**config.mk**
```make
export PLATFORM = sky130hd
export DESIGN_NAME = fdsu_top
export DESIGN_NICKNAME = d
export VERILOG_FILES = /design/src/logic/fdsu_pkg.sv /design/src/logic/fdsu_ctrl.sv /design/src/logic/fdsu_scalar_dp.sv /design/src/logic/fdsu_iter.sv /design/src/logic/fdsu_pack.sv /design/src/logic/fdsu_top.sv
export SDC_FILE = /design/constraint.sdc
export NUM_CORES = 1
export LEC_CHECK = 0
export BUFFER_PORTS_ARGS = -buffer_cell sky130_fd_sc_hd__buf_4
export CAP_MARGIN = 20
export CORE_ASPECT_RATIO = 0.5
export CORE_UTILIZATION = 25
export DETAILED_ROUTE_END_ITERATION = 16
export GPL_TIMING_DRIVEN = 0
export PLACE_DENSITY = 0.5
export SYNTH_ARGS = -nofsm -noshare
export SYNTH_HDL_FRONTEND = slang
export SYNTH_SLANG_ARGS = --single-unit
```
**constraint.sdc**
```tcl
create_clock -name ex1_data_clk -period 10.7 [get_ports ex1_data_clk]
set_clock_uncertainty 0.1 [all_clocks]
set_input_delay 0.535 -clock ex1_data_clk [delete_from_list [all_inputs] [get_ports ex1_data_clk]]
set_output_delay 0.535 -clock ex1_data_clk [all_outputs]
set_load 0.005 [all_outputs]
```
**src/logic/fdsu_pkg.sv**
```systemverilog
/*
  shared types and constants for the scalar divide / square-root unit
  operands are unsigned fixed point in [0,2): Q1.31 word, Q1.15 half
  every unit file refers to these by fdsu_pkg:: scoped names
*/
package fdsu_pkg;

//==========================================================
//  widths and constants
//==========================================================
localparam int DATA_W = 32;
localparam int HALF_W = 16;
localparam int EREG_W = 5;
localparam int VREG_W = 7;
localparam int IID_W  = 7;
localparam int CNT_W  = 6;
// partial remainder, wide enough for the sqrt trial of root plus 2 bits
localparam int REM_W  = DATA_W + 4;

// one in Q1.31 and Q1.15
localparam logic [DATA_W-1:0] ONE_WORD = 32'h8000_0000;
localparam logic [HALF_W-1:0] ONE_HALF = 16'h8000;

//==========================================================
//  encodings
//==========================================================
typedef enum logic [1:0] {
  OP_DIV   = 2'd0,
  OP_SQRT  = 2'd1,
  OP_RECIP = 2'd2
} fdsu_op_e;

typedef enum logic {
  W_WORD = 1'b0,
  W_HALF = 1'b1
} fdsu_width_e;

typedef enum logic [2:0] {
  ST_IDLE = 3'd0,
  ST_EX1  = 3'd1,
  ST_ITER = 3'd2,
  ST_PACK = 3'd3,
  ST_WB   = 3'd4
} fdsu_state_e;

//==========================================================
//  bundles
//==========================================================
typedef struct packed {
  fdsu_op_e    op;
  fdsu_width_e width;
} fdsu_func_t;

typedef struct packed {
  logic [EREG_W-1:0] dst_ereg;
  logic [VREG_W-1:0] dst_vreg;
  logic [IID_W-1:0]  iid;
} fdsu_tag_t;

// divide by zero, quotient >= 2, remainder not zero
typedef struct packed {
  logic dz;
  logic of;
  logic nx;
} fdsu_expt_t;

typedef struct packed {
  logic [DATA_W-1:0] data;
  fdsu_expt_t        expt;
  fdsu_tag_t         tag;
} fdsu_wb_t;

endpackage

```
**src/logic/fdsu_ctrl.sv**
```systemverilog
/*
  sequencer for one operation at a time
  issue -> EX1 -> N iteration steps -> pack (2 cycles) -> write-back pulse
  issue is accepted only while idle, busy covers the whole operation
*/
module fdsu_ctrl (
  input  logic                  ex1_data_clk,
  input  logic                  cpurst_b,
  input  logic                  issue_sel,
  input  fdsu_pkg::fdsu_width_e ex1_width,
  output logic                  busy,
  output logic                  ex1_pipedown,
  output logic                  iter_start,
  output logic                  iter_step,
  output logic                  ex3_pipedown,
  output logic                  wb_vld
);

fdsu_pkg::fdsu_state_e        state;
fdsu_pkg::fdsu_state_e        state_nxt;
logic [fdsu_pkg::CNT_W-1:0]   iter_cnt;
logic [fdsu_pkg::CNT_W-1:0]   iter_len;
logic                         issue_acc;

//==========================================================
//  state transitions
//==========================================================
// the only acceptance point for a new operation
assign issue_acc = issue_sel && (state == fdsu_pkg::ST_IDLE);

// one result bit per step
always_comb
begin
  if (ex1_width == fdsu_pkg::W_HALF)
    iter_len = fdsu_pkg::CNT_W'(fdsu_pkg::HALF_W);
  else
    iter_len = fdsu_pkg::CNT_W'(fdsu_pkg::DATA_W);
end

always_comb
begin
  state_nxt = state;
  case (state)
    fdsu_pkg::ST_IDLE: if (issue_acc) state_nxt = fdsu_pkg::ST_EX1;
    fdsu_pkg::ST_EX1:  state_nxt = fdsu_pkg::ST_ITER;
    // last step when one count is left
    fdsu_pkg::ST_ITER: if (iter_cnt == 1) state_nxt = fdsu_pkg::ST_PACK;
    // pack register, then tag into EX4
    fdsu_pkg::ST_PACK: if (iter_cnt == 0) state_nxt = fdsu_pkg::ST_WB;
    fdsu_pkg::ST_WB:   state_nxt = fdsu_pkg::ST_IDLE;
    default:           state_nxt = fdsu_pkg::ST_IDLE;
  endcase
end

always_ff @(posedge ex1_data_clk or negedge cpurst_b)
begin
  if (!cpurst_b)
  begin
    state    <= fdsu_pkg::ST_IDLE;
    iter_cnt <= '0;
  end
  else
  begin
    state <= state_nxt;
    case (state)
      fdsu_pkg::ST_EX1:  iter_cnt <= iter_len;
      // hold at one on exit so pack sees a first cycle
      fdsu_pkg::ST_ITER: iter_cnt <= (iter_cnt == 1) ? iter_cnt : iter_cnt - 1'b1;
      fdsu_pkg::ST_PACK: iter_cnt <= iter_cnt - 1'b1;
      default:           iter_cnt <= iter_cnt;
    endcase
  end
end

//==========================================================
//  strobes
//==========================================================
assign busy         = (state != fdsu_pkg::ST_IDLE);
assign ex1_pipedown = (state == fdsu_pkg::ST_EX1);
assign iter_start   = (state == fdsu_pkg::ST_EX1);
assign iter_step    = (state == fdsu_pkg::ST_ITER);
// first pack cycle only
assign ex3_pipedown = (state == fdsu_pkg::ST_PACK) && (iter_cnt == 1);
assign wb_vld       = (state == fdsu_pkg::ST_WB);

endmodule

```
**src/logic/fdsu_scalar_dp.sv**
```systemverilog
/*
  EX1 decode latch and operand select, plus the tag pipeline
  a reciprocal is issued onward as a divide of the constant one
  the tag rides alongside the data from EX1 to EX4 and drives write-back
*/
module fdsu_scalar_dp (
  input  logic                        ex1_data_clk,
  input  logic                        cpurst_b,
  input  logic                        issue_sel,
  input  logic                        busy,
  input  fdsu_pkg::fdsu_func_t        issue_func,
  input  logic [fdsu_pkg::DATA_W-1:0] src0,
  input  logic [fdsu_pkg::DATA_W-1:0] src1,
  input  fdsu_pkg::fdsu_tag_t         issue_tag,
  input  logic                        ex1_pipedown,
  input  logic                        ex3_pipedown,
  output fdsu_pkg::fdsu_width_e       ex1_width,
  output fdsu_pkg::fdsu_op_e          ex1_op,
  output logic [fdsu_pkg::DATA_W-1:0] ex1_src0,
  output logic [fdsu_pkg::DATA_W-1:0] ex1_src1,
  output fdsu_pkg::fdsu_tag_t         wb_tag
);

fdsu_pkg::fdsu_func_t          ex1_func;
fdsu_pkg::fdsu_tag_t           ex1_tag;
fdsu_pkg::fdsu_tag_t           ex2_tag;
fdsu_pkg::fdsu_tag_t           ex4_tag;
logic [fdsu_pkg::DATA_W-1:0]   ex1_opnd0;
logic [fdsu_pkg::DATA_W-1:0]   ex1_opnd1;
logic                          ex1_load;
logic                          ex1_recip;
logic                          ex4_pipedown;

//==========================================================
//  EX1 latch
//==========================================================
// load enable follows the ctrl acceptance
assign ex1_load = issue_sel && !busy;

always_ff @(posedge ex1_data_clk or negedge cpurst_b)
begin
  if (!cpurst_b)
  begin
    ex1_func <= '0;
    ex1_tag  <= '0;
  end
  else if (ex1_load)
  begin
    ex1_func <= issue_func;
    ex1_tag  <= issue_tag;
  end
end

// source operands
always_ff @(posedge ex1_data_clk)
begin
  if (ex1_load)
  begin
    ex1_opnd0 <= src0;
    ex1_opnd1 <= src1;
  end
end

//==========================================================
//  operand select
//==========================================================
assign ex1_recip = (ex1_func.op == fdsu_pkg::OP_RECIP);
assign ex1_width = ex1_func.width;

always_comb
begin
  if (ex1_recip)
  begin
    // 1 / x becomes one divided by src0
    ex1_op   = fdsu_pkg::OP_DIV;
    ex1_src1 = ex1_opnd0;
    if (ex1_func.width == fdsu_pkg::W_HALF)
      ex1_src0 = {{(fdsu_pkg::DATA_W-fdsu_pkg::HALF_W){1'b0}}, fdsu_pkg::ONE_HALF};
    else
      ex1_src0 = fdsu_pkg::ONE_WORD;
  end
  else
  begin
    ex1_op   = ex1_func.op;
    ex1_src0 = ex1_opnd0;
    ex1_src1 = ex1_opnd1;
  end
end

//==========================================================
//  tag pipeline
//==========================================================
always_ff @(posedge ex1_data_clk or negedge cpurst_b)
begin
  if (!cpurst_b)
  begin
    ex2_tag      <= '0;
    ex4_tag      <= '0;
    ex4_pipedown <= 1'b0;
  end
  else
  begin
    // ex3 strobe delayed one cycle moves the tag into EX4
    ex4_pipedown <= ex3_pipedown;
    if (ex1_pipedown)
      ex2_tag <= ex1_tag;
    if (ex4_pipedown)
      ex4_tag <= ex2_tag;
  end
end

assign wb_tag = ex4_tag;

endmodule

```
**src/logic/fdsu_iter.sv**
```systemverilog
/*
  bit-serial restoring iterator for divide and square root
  loads aligned operands on iter_start, one result bit per iter_step
  divide trial is the divisor, sqrt trial is the partial root with 01 appended
*/
module fdsu_iter (
  input  logic                        ex1_data_clk,
  input  logic                        cpurst_b,
  input  logic                        iter_start,
  input  logic                        iter_step,
  input  fdsu_pkg::fdsu_op_e          ex1_op,
  input  fdsu_pkg::fdsu_width_e       ex1_width,
  input  logic [fdsu_pkg::DATA_W-1:0] ex1_src0,
  input  logic [fdsu_pkg::DATA_W-1:0] ex1_src1,
  output logic [fdsu_pkg::DATA_W-1:0] iter_root,
  output logic                        iter_rem_nz,
  output logic                        iter_dz,
  output logic                        iter_of
);

logic                            iter_sqrt;
logic                            start_sqrt;
logic                            start_dz;
logic                            start_of;
logic [fdsu_pkg::DATA_W-1:0]     opa;
logic [fdsu_pkg::DATA_W-1:0]     opb;
logic [2*fdsu_pkg::DATA_W-1:0]   rad_init;
logic [2*fdsu_pkg::DATA_W-1:0]   rad;
logic [fdsu_pkg::DATA_W-1:0]     divisor;
logic [fdsu_pkg::DATA_W-1:0]     root;
logic [fdsu_pkg::REM_W-1:0]      rem;
logic [fdsu_pkg::REM_W-1:0]      rem_in;
logic [fdsu_pkg::REM_W-1:0]      trial;
logic [fdsu_pkg::REM_W:0]        diff;
logic [fdsu_pkg::REM_W-1:0]      rem_sel;
logic                            bit_ge;

//==========================================================
//  operand alignment at start
//==========================================================
always_comb
begin
  if (ex1_width == fdsu_pkg::W_HALF)
  begin
    opa = {{(fdsu_pkg::DATA_W-fdsu_pkg::HALF_W){1'b0}}, ex1_src0[fdsu_pkg::HALF_W-1:0]};
    opb = {{(fdsu_pkg::DATA_W-fdsu_pkg::HALF_W){1'b0}}, ex1_src1[fdsu_pkg::HALF_W-1:0]};
    // radicand a << 15, top aligned
    rad_init = {1'b0, ex1_src0[fdsu_pkg::HALF_W-1:0],
                {(2*fdsu_pkg::DATA_W-fdsu_pkg::HALF_W-1){1'b0}}};
  end
  else
  begin
    opa = ex1_src0;
    opb = ex1_src1;
    // radicand a << 31
    rad_init = {1'b0, ex1_src0, {(fdsu_pkg::DATA_W-1){1'b0}}};
  end
end

assign start_sqrt = (ex1_op == fdsu_pkg::OP_SQRT);
assign start_dz   = !start_sqrt && (opb == '0);
// quotient would need two integer bits
assign start_of   = !start_sqrt && (opb != '0) && ({1'b0, opa} >= {opb, 1'b0});

//==========================================================
//  one restoring step
//==========================================================
always_comb
begin
  if (iter_sqrt)
  begin
    rem_in = {rem[fdsu_pkg::REM_W-3:0], rad[2*fdsu_pkg::DATA_W-1 -: 2]};
    trial  = {{(fdsu_pkg::REM_W-fdsu_pkg::DATA_W-2){1'b0}}, root, 2'b01};
  end
  else
  begin
    rem_in = rem;
    trial  = {{(fdsu_pkg::REM_W-fdsu_pkg::DATA_W){1'b0}}, divisor};
  end
end

assign diff    = {1'b0, rem_in} - {1'b0, trial};
assign bit_ge  = !diff[fdsu_pkg::REM_W];
assign rem_sel = bit_ge ? diff[fdsu_pkg::REM_W-1:0] : rem_in;

always_ff @(posedge ex1_data_clk or negedge cpurst_b)
begin
  if (!cpurst_b)
  begin
    iter_sqrt <= 1'b0;
    iter_dz   <= 1'b0;
    iter_of   <= 1'b0;
  end
  else if (iter_start)
  begin
    iter_sqrt <= start_sqrt;
    iter_dz   <= start_dz;
    iter_of   <= start_of;
  end
end

always_ff @(posedge ex1_data_clk)
begin
  if (iter_start)
  begin
    divisor <= opb;
    rad     <= rad_init;
    root    <= '0;
    rem     <= start_sqrt ? '0 : {{(fdsu_pkg::REM_W-fdsu_pkg::DATA_W){1'b0}}, opa};
  end
  else if (iter_step)
  begin
    rad  <= {rad[2*fdsu_pkg::DATA_W-3:0], 2'b00};
    root <= {root[fdsu_pkg::DATA_W-2:0], bit_ge};
    // divide remainder doubles after each step
    rem  <= iter_sqrt ? rem_sel : {rem_sel[fdsu_pkg::REM_W-2:0], 1'b0};
  end
end

assign iter_root   = root;
assign iter_rem_nz = |rem;

endmodule

```
**src/logic/fdsu_pack.sv**
```systemverilog
/*
  result packing for write-back, registered on ex3_pipedown
  saturates on dz or of, boxes half results with ones, derives nx
*/
module fdsu_pack (
  input  logic                        ex1_data_clk,
  input  logic                        cpurst_b,
  input  logic                        ex3_pipedown,
  input  fdsu_pkg::fdsu_width_e       ex1_width,
  input  logic [fdsu_pkg::DATA_W-1:0] iter_root,
  input  logic                        iter_rem_nz,
  input  logic                        iter_dz,
  input  logic                        iter_of,
  output logic [fdsu_pkg::DATA_W-1:0] wb_data,
  output fdsu_pkg::fdsu_expt_t        wb_expt
);

logic                          pack_sat;
logic [fdsu_pkg::DATA_W-1:0]   pack_data;
fdsu_pkg::fdsu_expt_t          pack_expt;

//==========================================================
//  data and flags
//==========================================================
assign pack_sat = iter_dz | iter_of;

always_comb
begin
  if (pack_sat)
    pack_data = '1;
  else if (ex1_width == fdsu_pkg::W_HALF)
    pack_data = {{(fdsu_pkg::DATA_W-fdsu_pkg::HALF_W){1'b1}},
                 iter_root[fdsu_pkg::HALF_W-1:0]};
  else
    pack_data = iter_root;
end

// nx only for a real result
assign pack_expt.dz = iter_dz;
assign pack_expt.of = iter_of;
assign pack_expt.nx = iter_rem_nz & ~pack_sat;

always_ff @(posedge ex1_data_clk or negedge cpurst_b)
begin
  if (!cpurst_b)
    wb_expt <= '0;
  else if (ex3_pipedown)
    wb_expt <= pack_expt;
end

// held until the next operation packs
always_ff @(posedge ex1_data_clk)
begin
  if (ex3_pipedown)
    wb_data <= pack_data;
end

endmodule

```
**src/logic/fdsu_top.sv**
```systemverilog
/*
  top of the scalar divide / square-root slice
  strobe issue with busy level, one-cycle wb_vld with payload, no back-pressure
*/
module fdsu_top (
  input  logic                        ex1_data_clk,
  input  logic                        cpurst_b,
  input  logic                        issue_sel,
  input  fdsu_pkg::fdsu_func_t        issue_func,
  input  logic [fdsu_pkg::DATA_W-1:0] src0,
  input  logic [fdsu_pkg::DATA_W-1:0] src1,
  input  fdsu_pkg::fdsu_tag_t         issue_tag,
  output logic                        busy,
  output logic                        wb_vld,
  output fdsu_pkg::fdsu_wb_t          wb
);

// control strobes
logic                          ex1_pipedown;
logic                          iter_start;
logic                          iter_step;
logic                          ex3_pipedown;
// EX1 decode
fdsu_pkg::fdsu_width_e         ex1_width;
fdsu_pkg::fdsu_op_e            ex1_op;
logic [fdsu_pkg::DATA_W-1:0]   ex1_src0;
logic [fdsu_pkg::DATA_W-1:0]   ex1_src1;
// iterator results
logic [fdsu_pkg::DATA_W-1:0]   iter_root;
logic                          iter_rem_nz;
logic                          iter_dz;
logic                          iter_of;
// write-back pieces
logic [fdsu_pkg::DATA_W-1:0]   wb_data;
fdsu_pkg::fdsu_expt_t          wb_expt;
fdsu_pkg::fdsu_tag_t           wb_tag;

fdsu_ctrl u_fdsu_ctrl (
  .ex1_data_clk (ex1_data_clk),
  .cpurst_b     (cpurst_b),
  .issue_sel    (issue_sel),
  .ex1_width    (ex1_width),
  .busy         (busy),
  .ex1_pipedown (ex1_pipedown),
  .iter_start   (iter_start),
  .iter_step    (iter_step),
  .ex3_pipedown (ex3_pipedown),
  .wb_vld       (wb_vld)
);

fdsu_scalar_dp u_fdsu_scalar_dp (
  .ex1_data_clk (ex1_data_clk),
  .cpurst_b     (cpurst_b),
  .issue_sel    (issue_sel),
  .busy         (busy),
  .issue_func   (issue_func),
  .src0         (src0),
  .src1         (src1),
  .issue_tag    (issue_tag),
  .ex1_pipedown (ex1_pipedown),
  .ex3_pipedown (ex3_pipedown),
  .ex1_width    (ex1_width),
  .ex1_op       (ex1_op),
  .ex1_src0     (ex1_src0),
  .ex1_src1     (ex1_src1),
  .wb_tag       (wb_tag)
);

fdsu_iter u_fdsu_iter (
  .ex1_data_clk (ex1_data_clk),
  .cpurst_b     (cpurst_b),
  .iter_start   (iter_start),
  .iter_step    (iter_step),
  .ex1_op       (ex1_op),
  .ex1_width    (ex1_width),
  .ex1_src0     (ex1_src0),
  .ex1_src1     (ex1_src1),
  .iter_root    (iter_root),
  .iter_rem_nz  (iter_rem_nz),
  .iter_dz      (iter_dz),
  .iter_of      (iter_of)
);

fdsu_pack u_fdsu_pack (
  .ex1_data_clk (ex1_data_clk),
  .cpurst_b     (cpurst_b),
  .ex3_pipedown (ex3_pipedown),
  .ex1_width    (ex1_width),
  .iter_root    (iter_root),
  .iter_rem_nz  (iter_rem_nz),
  .iter_dz      (iter_dz),
  .iter_of      (iter_of),
  .wb_data      (wb_data),
  .wb_expt      (wb_expt)
);

// write-back payload
assign wb.data = wb_data;
assign wb.expt = wb_expt;
assign wb.tag  = wb_tag;

endmodule

```
* Word level (Yosys, flattened, before mapping)
Index checks and enable logic that the tools add are counted.
** Operators by class
- $add $sub $neg :: 2
- Order comparisons :: 1
- Equality and inequality tests :: 11
- Mux-type cells :: 23
- Bitwise operators :: 3
- Reductions and logical operators :: 20
** Operators with widths (number)
- 2-to-1 mux 32 bit :: 6
- 2-to-1 mux 36 bit :: 5
- 2-to-1 mux 64 bit :: 2
- 2-to-1 mux 63 bit :: 1
- subtractor 36 x 34 -> 37 bit :: 1
- OR reduction 36 bit :: 1
- 2-to-1 mux 34 bit :: 1
- >= comparator 32 x 33 -> 1 bit :: 1
- zero test 32 bit :: 1
- nonzero test 32 bit :: 1
- case mux 6 bit (3 select lines) :: 1
- 2-to-1 mux 6 bit :: 2
- case mux 3 bit (4 select lines) :: 1
- 2-to-1 mux 3 bit :: 3
- equality test 3 x 2 -> 1 bit, second input constant :: 2
- equality test 6 x 1 -> 1 bit, second input constant :: 1
- logical AND 1 bit :: 6
- zero test 6 bit :: 1
- inequality test 2 x 1 -> 1 bit, second input constant :: 3
- nonzero test 3 bit :: 2
- subtractor 6 x 1 -> 6 bit, second input constant :: 1
- equality test 3 x 1 -> 1 bit, second input constant :: 1
- equality test 3 bit, second input constant :: 1
- zero test 1 bit :: 3
- 12 further kinds :: 12
** Storage, ports and cells
- Flip-flop bits (word level) :: 336

* Longest topological paths before layout
Gate-level depths: netlist (run 1).
- Depth after elaboration :: 6
- Mapped depth :: 16
- Mapped depth without buffers :: 13

* Cells and area by module
Synthesis (run 1) repeated with hierarchy kept, for this count alone.
** Unflattened totals
- Cell total of the unflattened synthesis :: 1406
- Area, all modules :: 16375.7 sq um
** By module, submodules not included
- fdsu_iter :: instances 1, cells an instance 1001, area each 9494.1 sq um, sequential area each 3748.6 sq um
- fdsu_scalar_dp :: instances 1, cells an instance 268, area each 4989.8 sq um, sequential area each 3448.3 sq um
- fdsu_pack :: instances 1, cells an instance 77, area each 1332.5 sq um, sequential area each 1036.0 sq um
- fdsu_ctrl :: instances 1, cells an instance 60, area each 559.3 sq um, sequential area each 225.2 sq um

* Least setup slack after synthesis (run 1)
No wires, ideal clock.
- Path kind :: register -> register
- From :: register u_fdsu_iter.iter_sqrt
- To :: register u_fdsu_iter.rem[32] (netlist bit) (data pin)
- Arrival time :: 4.019 ns
- Data required time :: 10.341 ns
- Setup slack :: 6.322 ns
- Stages on the path, launching flop included :: 15
- Path buffers :: 5
- Path through :: dfrtp_1 -> clkbuf_1 -> buf_1 -> clkbuf_1 -> buf_2 -> mux2i_1 -> ha_1 -> and3_2 -> a221oi_2 -> o31a_4 -> o211ai_4 -> a21boi_4 -> buf_2 -> nor3_1 -> a211o_1
** Between the ends
- Word-level cells in the longest chain between the ends :: 6
- Elaborated cells on any way between the ends :: 7
- Those cells by class :: add/sub (1); mux (6)
** RTL lines
- start: declaration :: RTL line fdsu_iter.sv:21 : logic iter_sqrt;
- start signal: assignment :: RTL line fdsu_iter.sv:96 : iter_sqrt <= start_sqrt;
- 2-to-1 mux 36 bit or 2-to-1 mux 34 bit (tied branches) :: RTL line fdsu_iter.sv:70 : if (iter_sqrt)
- subtractor 36 x 34 -> 37 bit :: RTL line fdsu_iter.sv:82 : assign diff = {1'b0, rem_in} - {1'b0, trial};
- 2-to-1 mux 36 bit :: RTL line fdsu_iter.sv:84 : assign rem_sel = bit_ge ? diff[fdsu_pkg::REM_W-1:0] : rem_in;
- 2-to-1 mux 36 bit * :: RTL line fdsu_iter.sv:116 : rem <= iter_sqrt ? rem_sel : {rem_sel[fdsu_pkg::REM_W-2:0], 1'b0};
- 2-to-1 mux 36 bit * :: RTL line fdsu_iter.sv:111 : else if (iter_step)
- 2-to-1 mux 36 bit * :: RTL line fdsu_iter.sv:104 : if (iter_start)
- end signal: assignment :: RTL line fdsu_iter.sv:109 : rem <= start_sqrt ? '0 : {{(fdsu_pkg::REM_W-fdsu_pkg::DATA_W){1'b0}}, opa};
- end signal: assignment :: RTL line fdsu_iter.sv:116
- end: declaration :: RTL line fdsu_iter.sv:31 : logic [fdsu_pkg::REM_W-1:0] rem;
Every way passes the cells marked *; elsewhere a longest branch is shown, timed or not. The select of a mux whose other input is x is not followed.
A chain may end at the register's enable or synchronous reset.

* Final worst setup path (run 1)
- From :: register u_fdsu_iter.iter_sqrt
- To :: register u_fdsu_iter.rem[10] (netlist bit) (data pin)
Same word-level chain as after synthesis.

==> qor.yml, run 1 <==
status: "complete, no violations"
post_cts_resized: 0
gr-usage-all-layers_pct: 16.58
final_cell_mix: "nand2_1, edfxtp_1, buf_4"
clk_path_buf_depth: 3
num_rows: 65
syn2layout_area_growth_pct: 21.41
drc: 0
final_max_slew_viol_count: 0
synth_ff_type: "edfxtp_1"
setup_slack_ns: 4.376
drtAntennaViolNets: 0
synth_warnings: 0
cts_root_buffer: "clkbuf_16"
n_antenna_cell: 0
relSlewSlack_pct: 22.70
drt_pass1_iterations: 5
synthCells: 1495
path_clk_slew_ns: 0.06
worst_pin_slew_ns: 1.155
path_class: "reg -> reg"
drt-total-wl_mm: 55.78
cp.required_ns: 10.86
avgSynthCellArea_um2: 10.90
vias: 12680
core_area_mm2: 0.06376
synthArstFlopShare_pct: 24.92
final_common_cell: "nand2_1"
synth_enable_flop_cells: 197
worstPathMaxFanout: 10
antenna_found_initial: 1
hp-class: "in -> reg"
cts-buffers-inserted: 35
period_needed_ns: 6.324
yosysUniqueCellTypes: 79
grt_pass1_vias: 12470
synth.net_count: 1652
fin_nets: 1842
dp_cells: 2517
die_w_um: 363.1
globalplace.congestion: 0.9286
fin_cells: 2582
cts_tree: "done"
start_util_pct: 25.56
worstSkewPairLatency_ns: 0.56
via_per_inst: 4.910
ys_seq_elements: 305
postCtsSetupBuffers: 0
avgRoutedWirePerCell_um: 21.60
slowest_delay_ns: 0.64
grt-ovfl-total: 0
final-setup-viol-count: 0
die-area_mm2: 0.06627
drive_above_1_share_pct: 19.17
rsz0062_at_grt: "false"
crit_path_start_kind: "flop"
h-tree-depth: 2
cts_hold_buf: 0
cap_violations: 0
fin_setup_tns_ns: 0
dr.first_iter.drc_count: 1193
timing.final.crit_share_pct: 59.11
dieHeight_um: 182.5
dpl.hpwl_mm: 42.79
endpoint_kind: "flop"
port_buffers: 144
syn_area_mm2: 0.01630
fin_hold_ws_ns: 0.05278
ioPinCount: 145
final_hold_viol_count: 0
fmax_mhz: 158.1
crit_chain: "clkbuf_1, buf_1, clkbuf_1, buf_2, mux2i_1, ha_1, and3_2, a221oi_2, o31a_4, o211ai_4, a21boi_4, buf_2, nor3_1, o21ai_0, o221ai_1"
cts_sinks: 305
crit_arrival_ns: 6.48
ys_seq_area_share_pct: 51.90
grt_start_max_net_pins: 77
dp_slack_ns: 4.542
slowest_stage: "clkbuf_1"
grt_pass1_wl_mm: 81.97
## worst paths after layout
| path | startpoint | end | slack (ns) | cells after the start |
|---|---|---|---|---|
| min reg2reg | u_fdsu_scalar_dp.ex1_tag[16] | u_fdsu_scalar_dp.ex2_tag[16] | 0.36 | 2 |
| max reg2reg | u_fdsu_iter.iter_sqrt | u_fdsu_iter.rem[10] | 4.38 | 15 |
| max | u_fdsu_iter.iter_sqrt | u_fdsu_iter.rem[10] | 4.38 | 15 |
| min | src1[18] | u_fdsu_scalar_dp.ex1_opnd1[18] | 0.05 | 1 |
| max in group asynchronous | cpurst_b | u_fdsu_scalar_dp.ex1_tag[2] | 9.60 | 3 |
| min in group asynchronous | cpurst_b | u_fdsu_pack.wb_expt[2] | 0.27 | 2 |
## state kept, by name, indices dropped and copies added, names as in the netlist, 32 cells and up
| name | count |
|---|---|
| u_fdsu_iter.divisor | 32 |
| u_fdsu_iter.iter_root | 32 |
| u_fdsu_iter.rad | 33 |
| u_fdsu_iter.rem | 36 |
| u_fdsu_pack.wb_data | 32 |
| u_fdsu_scalar_dp.ex1_opnd0 | 32 |
| u_fdsu_scalar_dp.ex1_opnd1 | 32 |
## per-layer routing
metal	track usage (%)	part of all wire, %
met1	22.84	46
met2	25.85	45
met3	3.653	6.3
met4	5.013	2.8
met5	0	0
## cell usage after synthesis, types with 4 or more instances
master / number / area share (%)
nand2_1: 203 / 4.7
edfxtp_1: 197 / 36
a21oi_1: 92 / 2.8
dfrtp_1: 76 / 12
o21ai_0: 73 / 2.2
mux2i_1: 72 / 4.4
mux2_2: 69 / 4.8
ha_1: 67 / 5.1
clkbuf_1: 53 / 1.2
inv_1: 51 / 1.2
nor2_1: 43 / 0.99
a22o_1: 32 / 1.7
dfxtp_1: 32 / 3.9
nand3_1: 32 / 0.98
and2_1: 30 / 1.2
a21o_1: 28 / 1.3
nand2b_1: 24 / 0.92
nor3_1: 23 / 0.71
o211ai_1: 22 / 1.0
or3_1: 21 / 0.81
xnor2_1: 19 / 1.0
nand4_1: 18 / 0.69
a21boi_0: 16 / 0.74
nor4_1: 15 / 0.58
buf_2: 13 / 0.40
or2_2: 13 / 0.50
a31oi_1: 12 / 0.46
buf_1: 11 / 0.25
xor2_1: 11 / 0.59
o221ai_1: 9 / 0.48
o31ai_1: 9 / 0.41
a211oi_1: 8 / 0.37
nor2b_1: 8 / 0.31
a211o_1: 6 / 0.32
o21ai_1: 6 / 0.18
a41oi_1: 5 / 0.27
o21a_1: 5 / 0.23
a2111oi_0: 4 / 0.21
a32oi_1: 4 / 0.21
and3_1: 4 / 0.15
## cell families after synthesis
group | after synthesis | share of synthesized area [%]
AO/OA/AOI/OAI | 371 | 15.54
XOR/XNOR | 30 | 1.612
adder cells (fa/ha/maj) | 68 | 5.267
buffers and inverters | 134 | 3.347
flip-flops | 305 | 51.90
multiplexers | 142 | 9.282
AND/OR/NAND/NOR | 445 | 13.05
## worst max-delay path, delay by kind of cell, from the launching register on
kind	cells	cell delay, ns
simple gates	2	0.37
flops	1	0.55
mux	1	0.27
fa+ha+maj	1	0.34
buf+inv	5	2.57
compound gates	6	1.81
## per-stage QoR
stage | util, % | instance area (um^2)
4_1_cts | 30.97 | 19750
3_3_place_gp | 28.96 | 18470
6_report | 31.03 | 19790
2_1_floorplan | - | 16300
3_5_place_dp | 29.15 | 18590
5_1_grt | 31.03 | 19790
## cell type report
type                            count  area, um^2
Clock buffer                       43       915.9
Sequential cell                   305        8458
Buffer                             82       352.8
Inverter                           52       197.7
Clock inverter                     20       246.5
Multi-Input combinational cell   1056        7298
Tap cell                          871        1090
Fill cell                        6662       43970
Timing Repair Buffer              153        1227
Power of run 1 is not shown: default switching activity piles up to over one toggle a cycle in this logic, so the estimate is an artifact.
==> inputs of run 2 (changes only) <==
--- a/config.mk
+++ b/config.mk
@@ -5,6 +5,7 @@
 export SDC_FILE = /design/constraint.sdc
 export NUM_CORES = 1
 export LEC_CHECK = 0
+export ABC_AREA = 1
 export BUFFER_PORTS_ARGS = -buffer_cell sky130_fd_sc_hd__buf_4
 export CAP_MARGIN = 20
 export CORE_ASPECT_RATIO = 0.5
==> constraint.sdc (replaced) <==
create_clock -name ex1_data_clk -period 6.5 [get_ports ex1_data_clk]
set_clock_uncertainty 0.1 [all_clocks]
set_input_delay 0.325 -clock ex1_data_clk [delete_from_list [all_inputs] [get_ports ex1_data_clk]]
set_output_delay 0.325 -clock ex1_data_clk [all_outputs]
set_load 0.005 [all_outputs]
==> run 2 against run 1 <==
First-iteration DRC count shrank 0.67%. Non-clock buffer count grew 68. Critical path depth grew 3. Final cell count grew 26%. Maximum frequency grew 39%. Sequential share of layout area shrank 2.4 points. Final area grew 6.0%. Setup slack lost 2.4 ns. Area after synthesis grew 3.1%.
==> qor.yml, run 2 <==
relSlewSlack_pct: 33.33
largestRegisters: "u_fdsu_iter.rem (36), u_fdsu_iter.rad (33)"
synth.net_count: 2233
synth_warnings: 0
cp.required_ns: 6.72
worstPathMaxFanout: 10
slowest_delay_ns: 0.55
synthCells: 2076
period_needed_ns: 4.548
via_per_inst: 4.494
final_cell_mix: "nand2_1, inv_1, edfxtp_1"
synth_top_cell_area_share_pct: 35.22
cp-startpoint: "u_fdsu_iter.iter_sqrt"
synth.most_common_cell: "nand2_1"
place_area_mm2: 0.01910
postCtsSetupBuffers: 0
worstSkewPairLatency_ns: 0.59
n_antenna_cell: 0
grt-ovfl-total: 0
cts_tree: "done"
grt_pass1_wl_mm: 84.87
core_area_mm2: 0.06573
h-tree-depth: 1
antenna_found_initial: 1
clk_path_buf_depth: 3
worst_pin_slew_ns: 1.000
largest-register: "u_fdsu_iter.rem"
final_common_cell: "nand2_1"
synth_ff_type: "edfxtp_1"
ys_seq_elements: 305
fmax_mhz: 219.9
synth_top_area_cell: "edfxtp_1"
yosysUniqueCellTypes: 44
final_hold_viol_count: 0
cts_sinks: 305
fin_setup_tns_ns: 0
globalplace.congestion: 0.9514
cts_root_buffer: "clkbuf_16"
rsz0062_at_grt: "false"
dpl.hpwl_mm: 45.50
endpoint_kind: "flop"
dieHeight_um: 185.3
largest_register_ffs: 36
drtAntennaViolNets: 0
final-setup-viol-count: 0
avgRoutedWirePerCell_um: 17.54
ioPinCount: 145
final_max_slew_viol_count: 0
num_rows: 66
reg2reg_from: "u_fdsu_iter.iter_sqrt"
grt_pass1_vias: 14150
die_w_um: 368.6
drt-total-wl_mm: 57.06
crit_chain: "buf_4, clkbuf_1, clkbuf_1, clkbuf_1, nand2_1, o21ai_0, ha_1, a21oi_1, nor2_1, nor2_1, nand2_1, a21oi_1, nand2_2, inv_2, buf_2, nand2_1, nand3_1, nand3_1"
start_util_pct: 25.56
fin_area_mm2: 0.02097
syn_area_mm2: 0.01680
timing.final.crit_share_pct: 69.97
crit_path_start_kind: "flop"
fin_nets: 2501
dr.first_iter.drc_count: 1185
gr-usage-all-layers_pct: 16.38
path_class: "reg -> reg"
synth_common_cells: "nand2_1, inv_1, edfxtp_1, o21ai_0, nand3_1"
vias: 14620
status: "complete, no violations"
hp-class: "in -> reg"
post_cts_resized: 0
port_buffers: 144
die-area_mm2: 0.06830
synth_area_leaders: "edfxtp_1, nand2_1, dfrtp_1"
synth_enable_flop_cells: 197
drt_pass1_iterations: 5
path_clk_slew_ns: 0.07
ys_seq_area_share_pct: 50.35
hold_path_startpoint: "issue_sel"
cts-buffers-inserted: 31
grt_start_max_net_pins: 77
drive_above_1_share_pct: 12.07
synthArstFlopShare_pct: 24.92
avgSynthCellArea_um2: 8.092
syn2layout_area_growth_pct: 24.85
cap_violations: 0
slowest_stage: "clkbuf_1"
cts_hold_buf: 87
drc: 0
crit_arrival_ns: 4.77
-- run 2: cell count changes in the layout (fill, tap and decap cells not counted), moves of 24 or more --
cell,previous run,this run
dlygate4sd3_1,1,87
a21oi_1,92,47
a21o_1,28,1
mux2_2,69,19
nand3_1,32,148
nand2b_1,24,0
a22o_1,32,0
and2_1,30,3
o22ai_1,1,33
inv_1,50,324
o21ai_0,73,157
nand2_1,203,664
mux2i_1,72,0
nor2_1,43,112
-- run 2: area by class of cell --
class,count,area [um^2]
tap,884,1106
fill,7010,44760
buffer,68,319.1
multi-input combinational,1372,6795
inverter,331,1242
sequential,305,8458
clock buffer,46,924.6
clock inverter,12,81.33
timing repair buffer,235,2047
-- run 2: metrics by stage --
stage / util [%] / instances / hold WS [ns] / setup WS [ns]
finish: 31.91 / 3253 / 0.1200 / 1.952
global placement: 28.88 / 3104 / 0.3482 / 1.049
global route: 31.91 / 3253 / 0.1070 / 1.648
CTS: 31.91 / 3253 / 0.08351 / 2.040
detailed placement: 29.05 / 3108 / 0.3554 / 2.045
floorplan: - / 2076 / -0.07059 / 2.877
-- run 2: final timing paths --
check,depth (start not counted),slack (ns),endpoint
max,18,1.95,u_fdsu_iter.rem[8]
min,4,0.12,u_fdsu_ctrl.state[1]
max reg2reg,18,1.95,u_fdsu_iter.rem[8]
min reg2reg,2,0.37,u_fdsu_scalar_dp.ex2_tag[13]
max in group asynchronous,2,5.28,u_fdsu_scalar_dp.ex1_tag[15]
min in group asynchronous,2,0.35,u_fdsu_pack.wb_expt[2]
-- run 2: cells by family after synthesis --
kind of cell / share of synthesized area [%]
flops: 50.35
xor+xnor: 0.8863
mux: 1.274
buf+inv: 9.243
simple gates: 25.20
fa+ha+maj: 5.109
compound gates: 7.940
-- run 2: metal layers --
metal / up-vias / global-route usage (%) / routed length, um
li1: 7262 / - / -
met1: 6875 / 23.26 / 27190
met2: 401 / 26.11 / 25220
met3: 81 / 1.942 / 3053
met4: 0 / 4.680 / 1595
met5: - / 0 / 0
-- run 2: critical path: cells and delay by family, from the launching register on --
kind	cells	cell delay, ns
compound gates	3	0.66
fa+ha+maj	1	0.41
buf+inv	6	1.87
simple gates	8	0.92
flops	1	0.32
Power of run 2 is left out for the same reason.
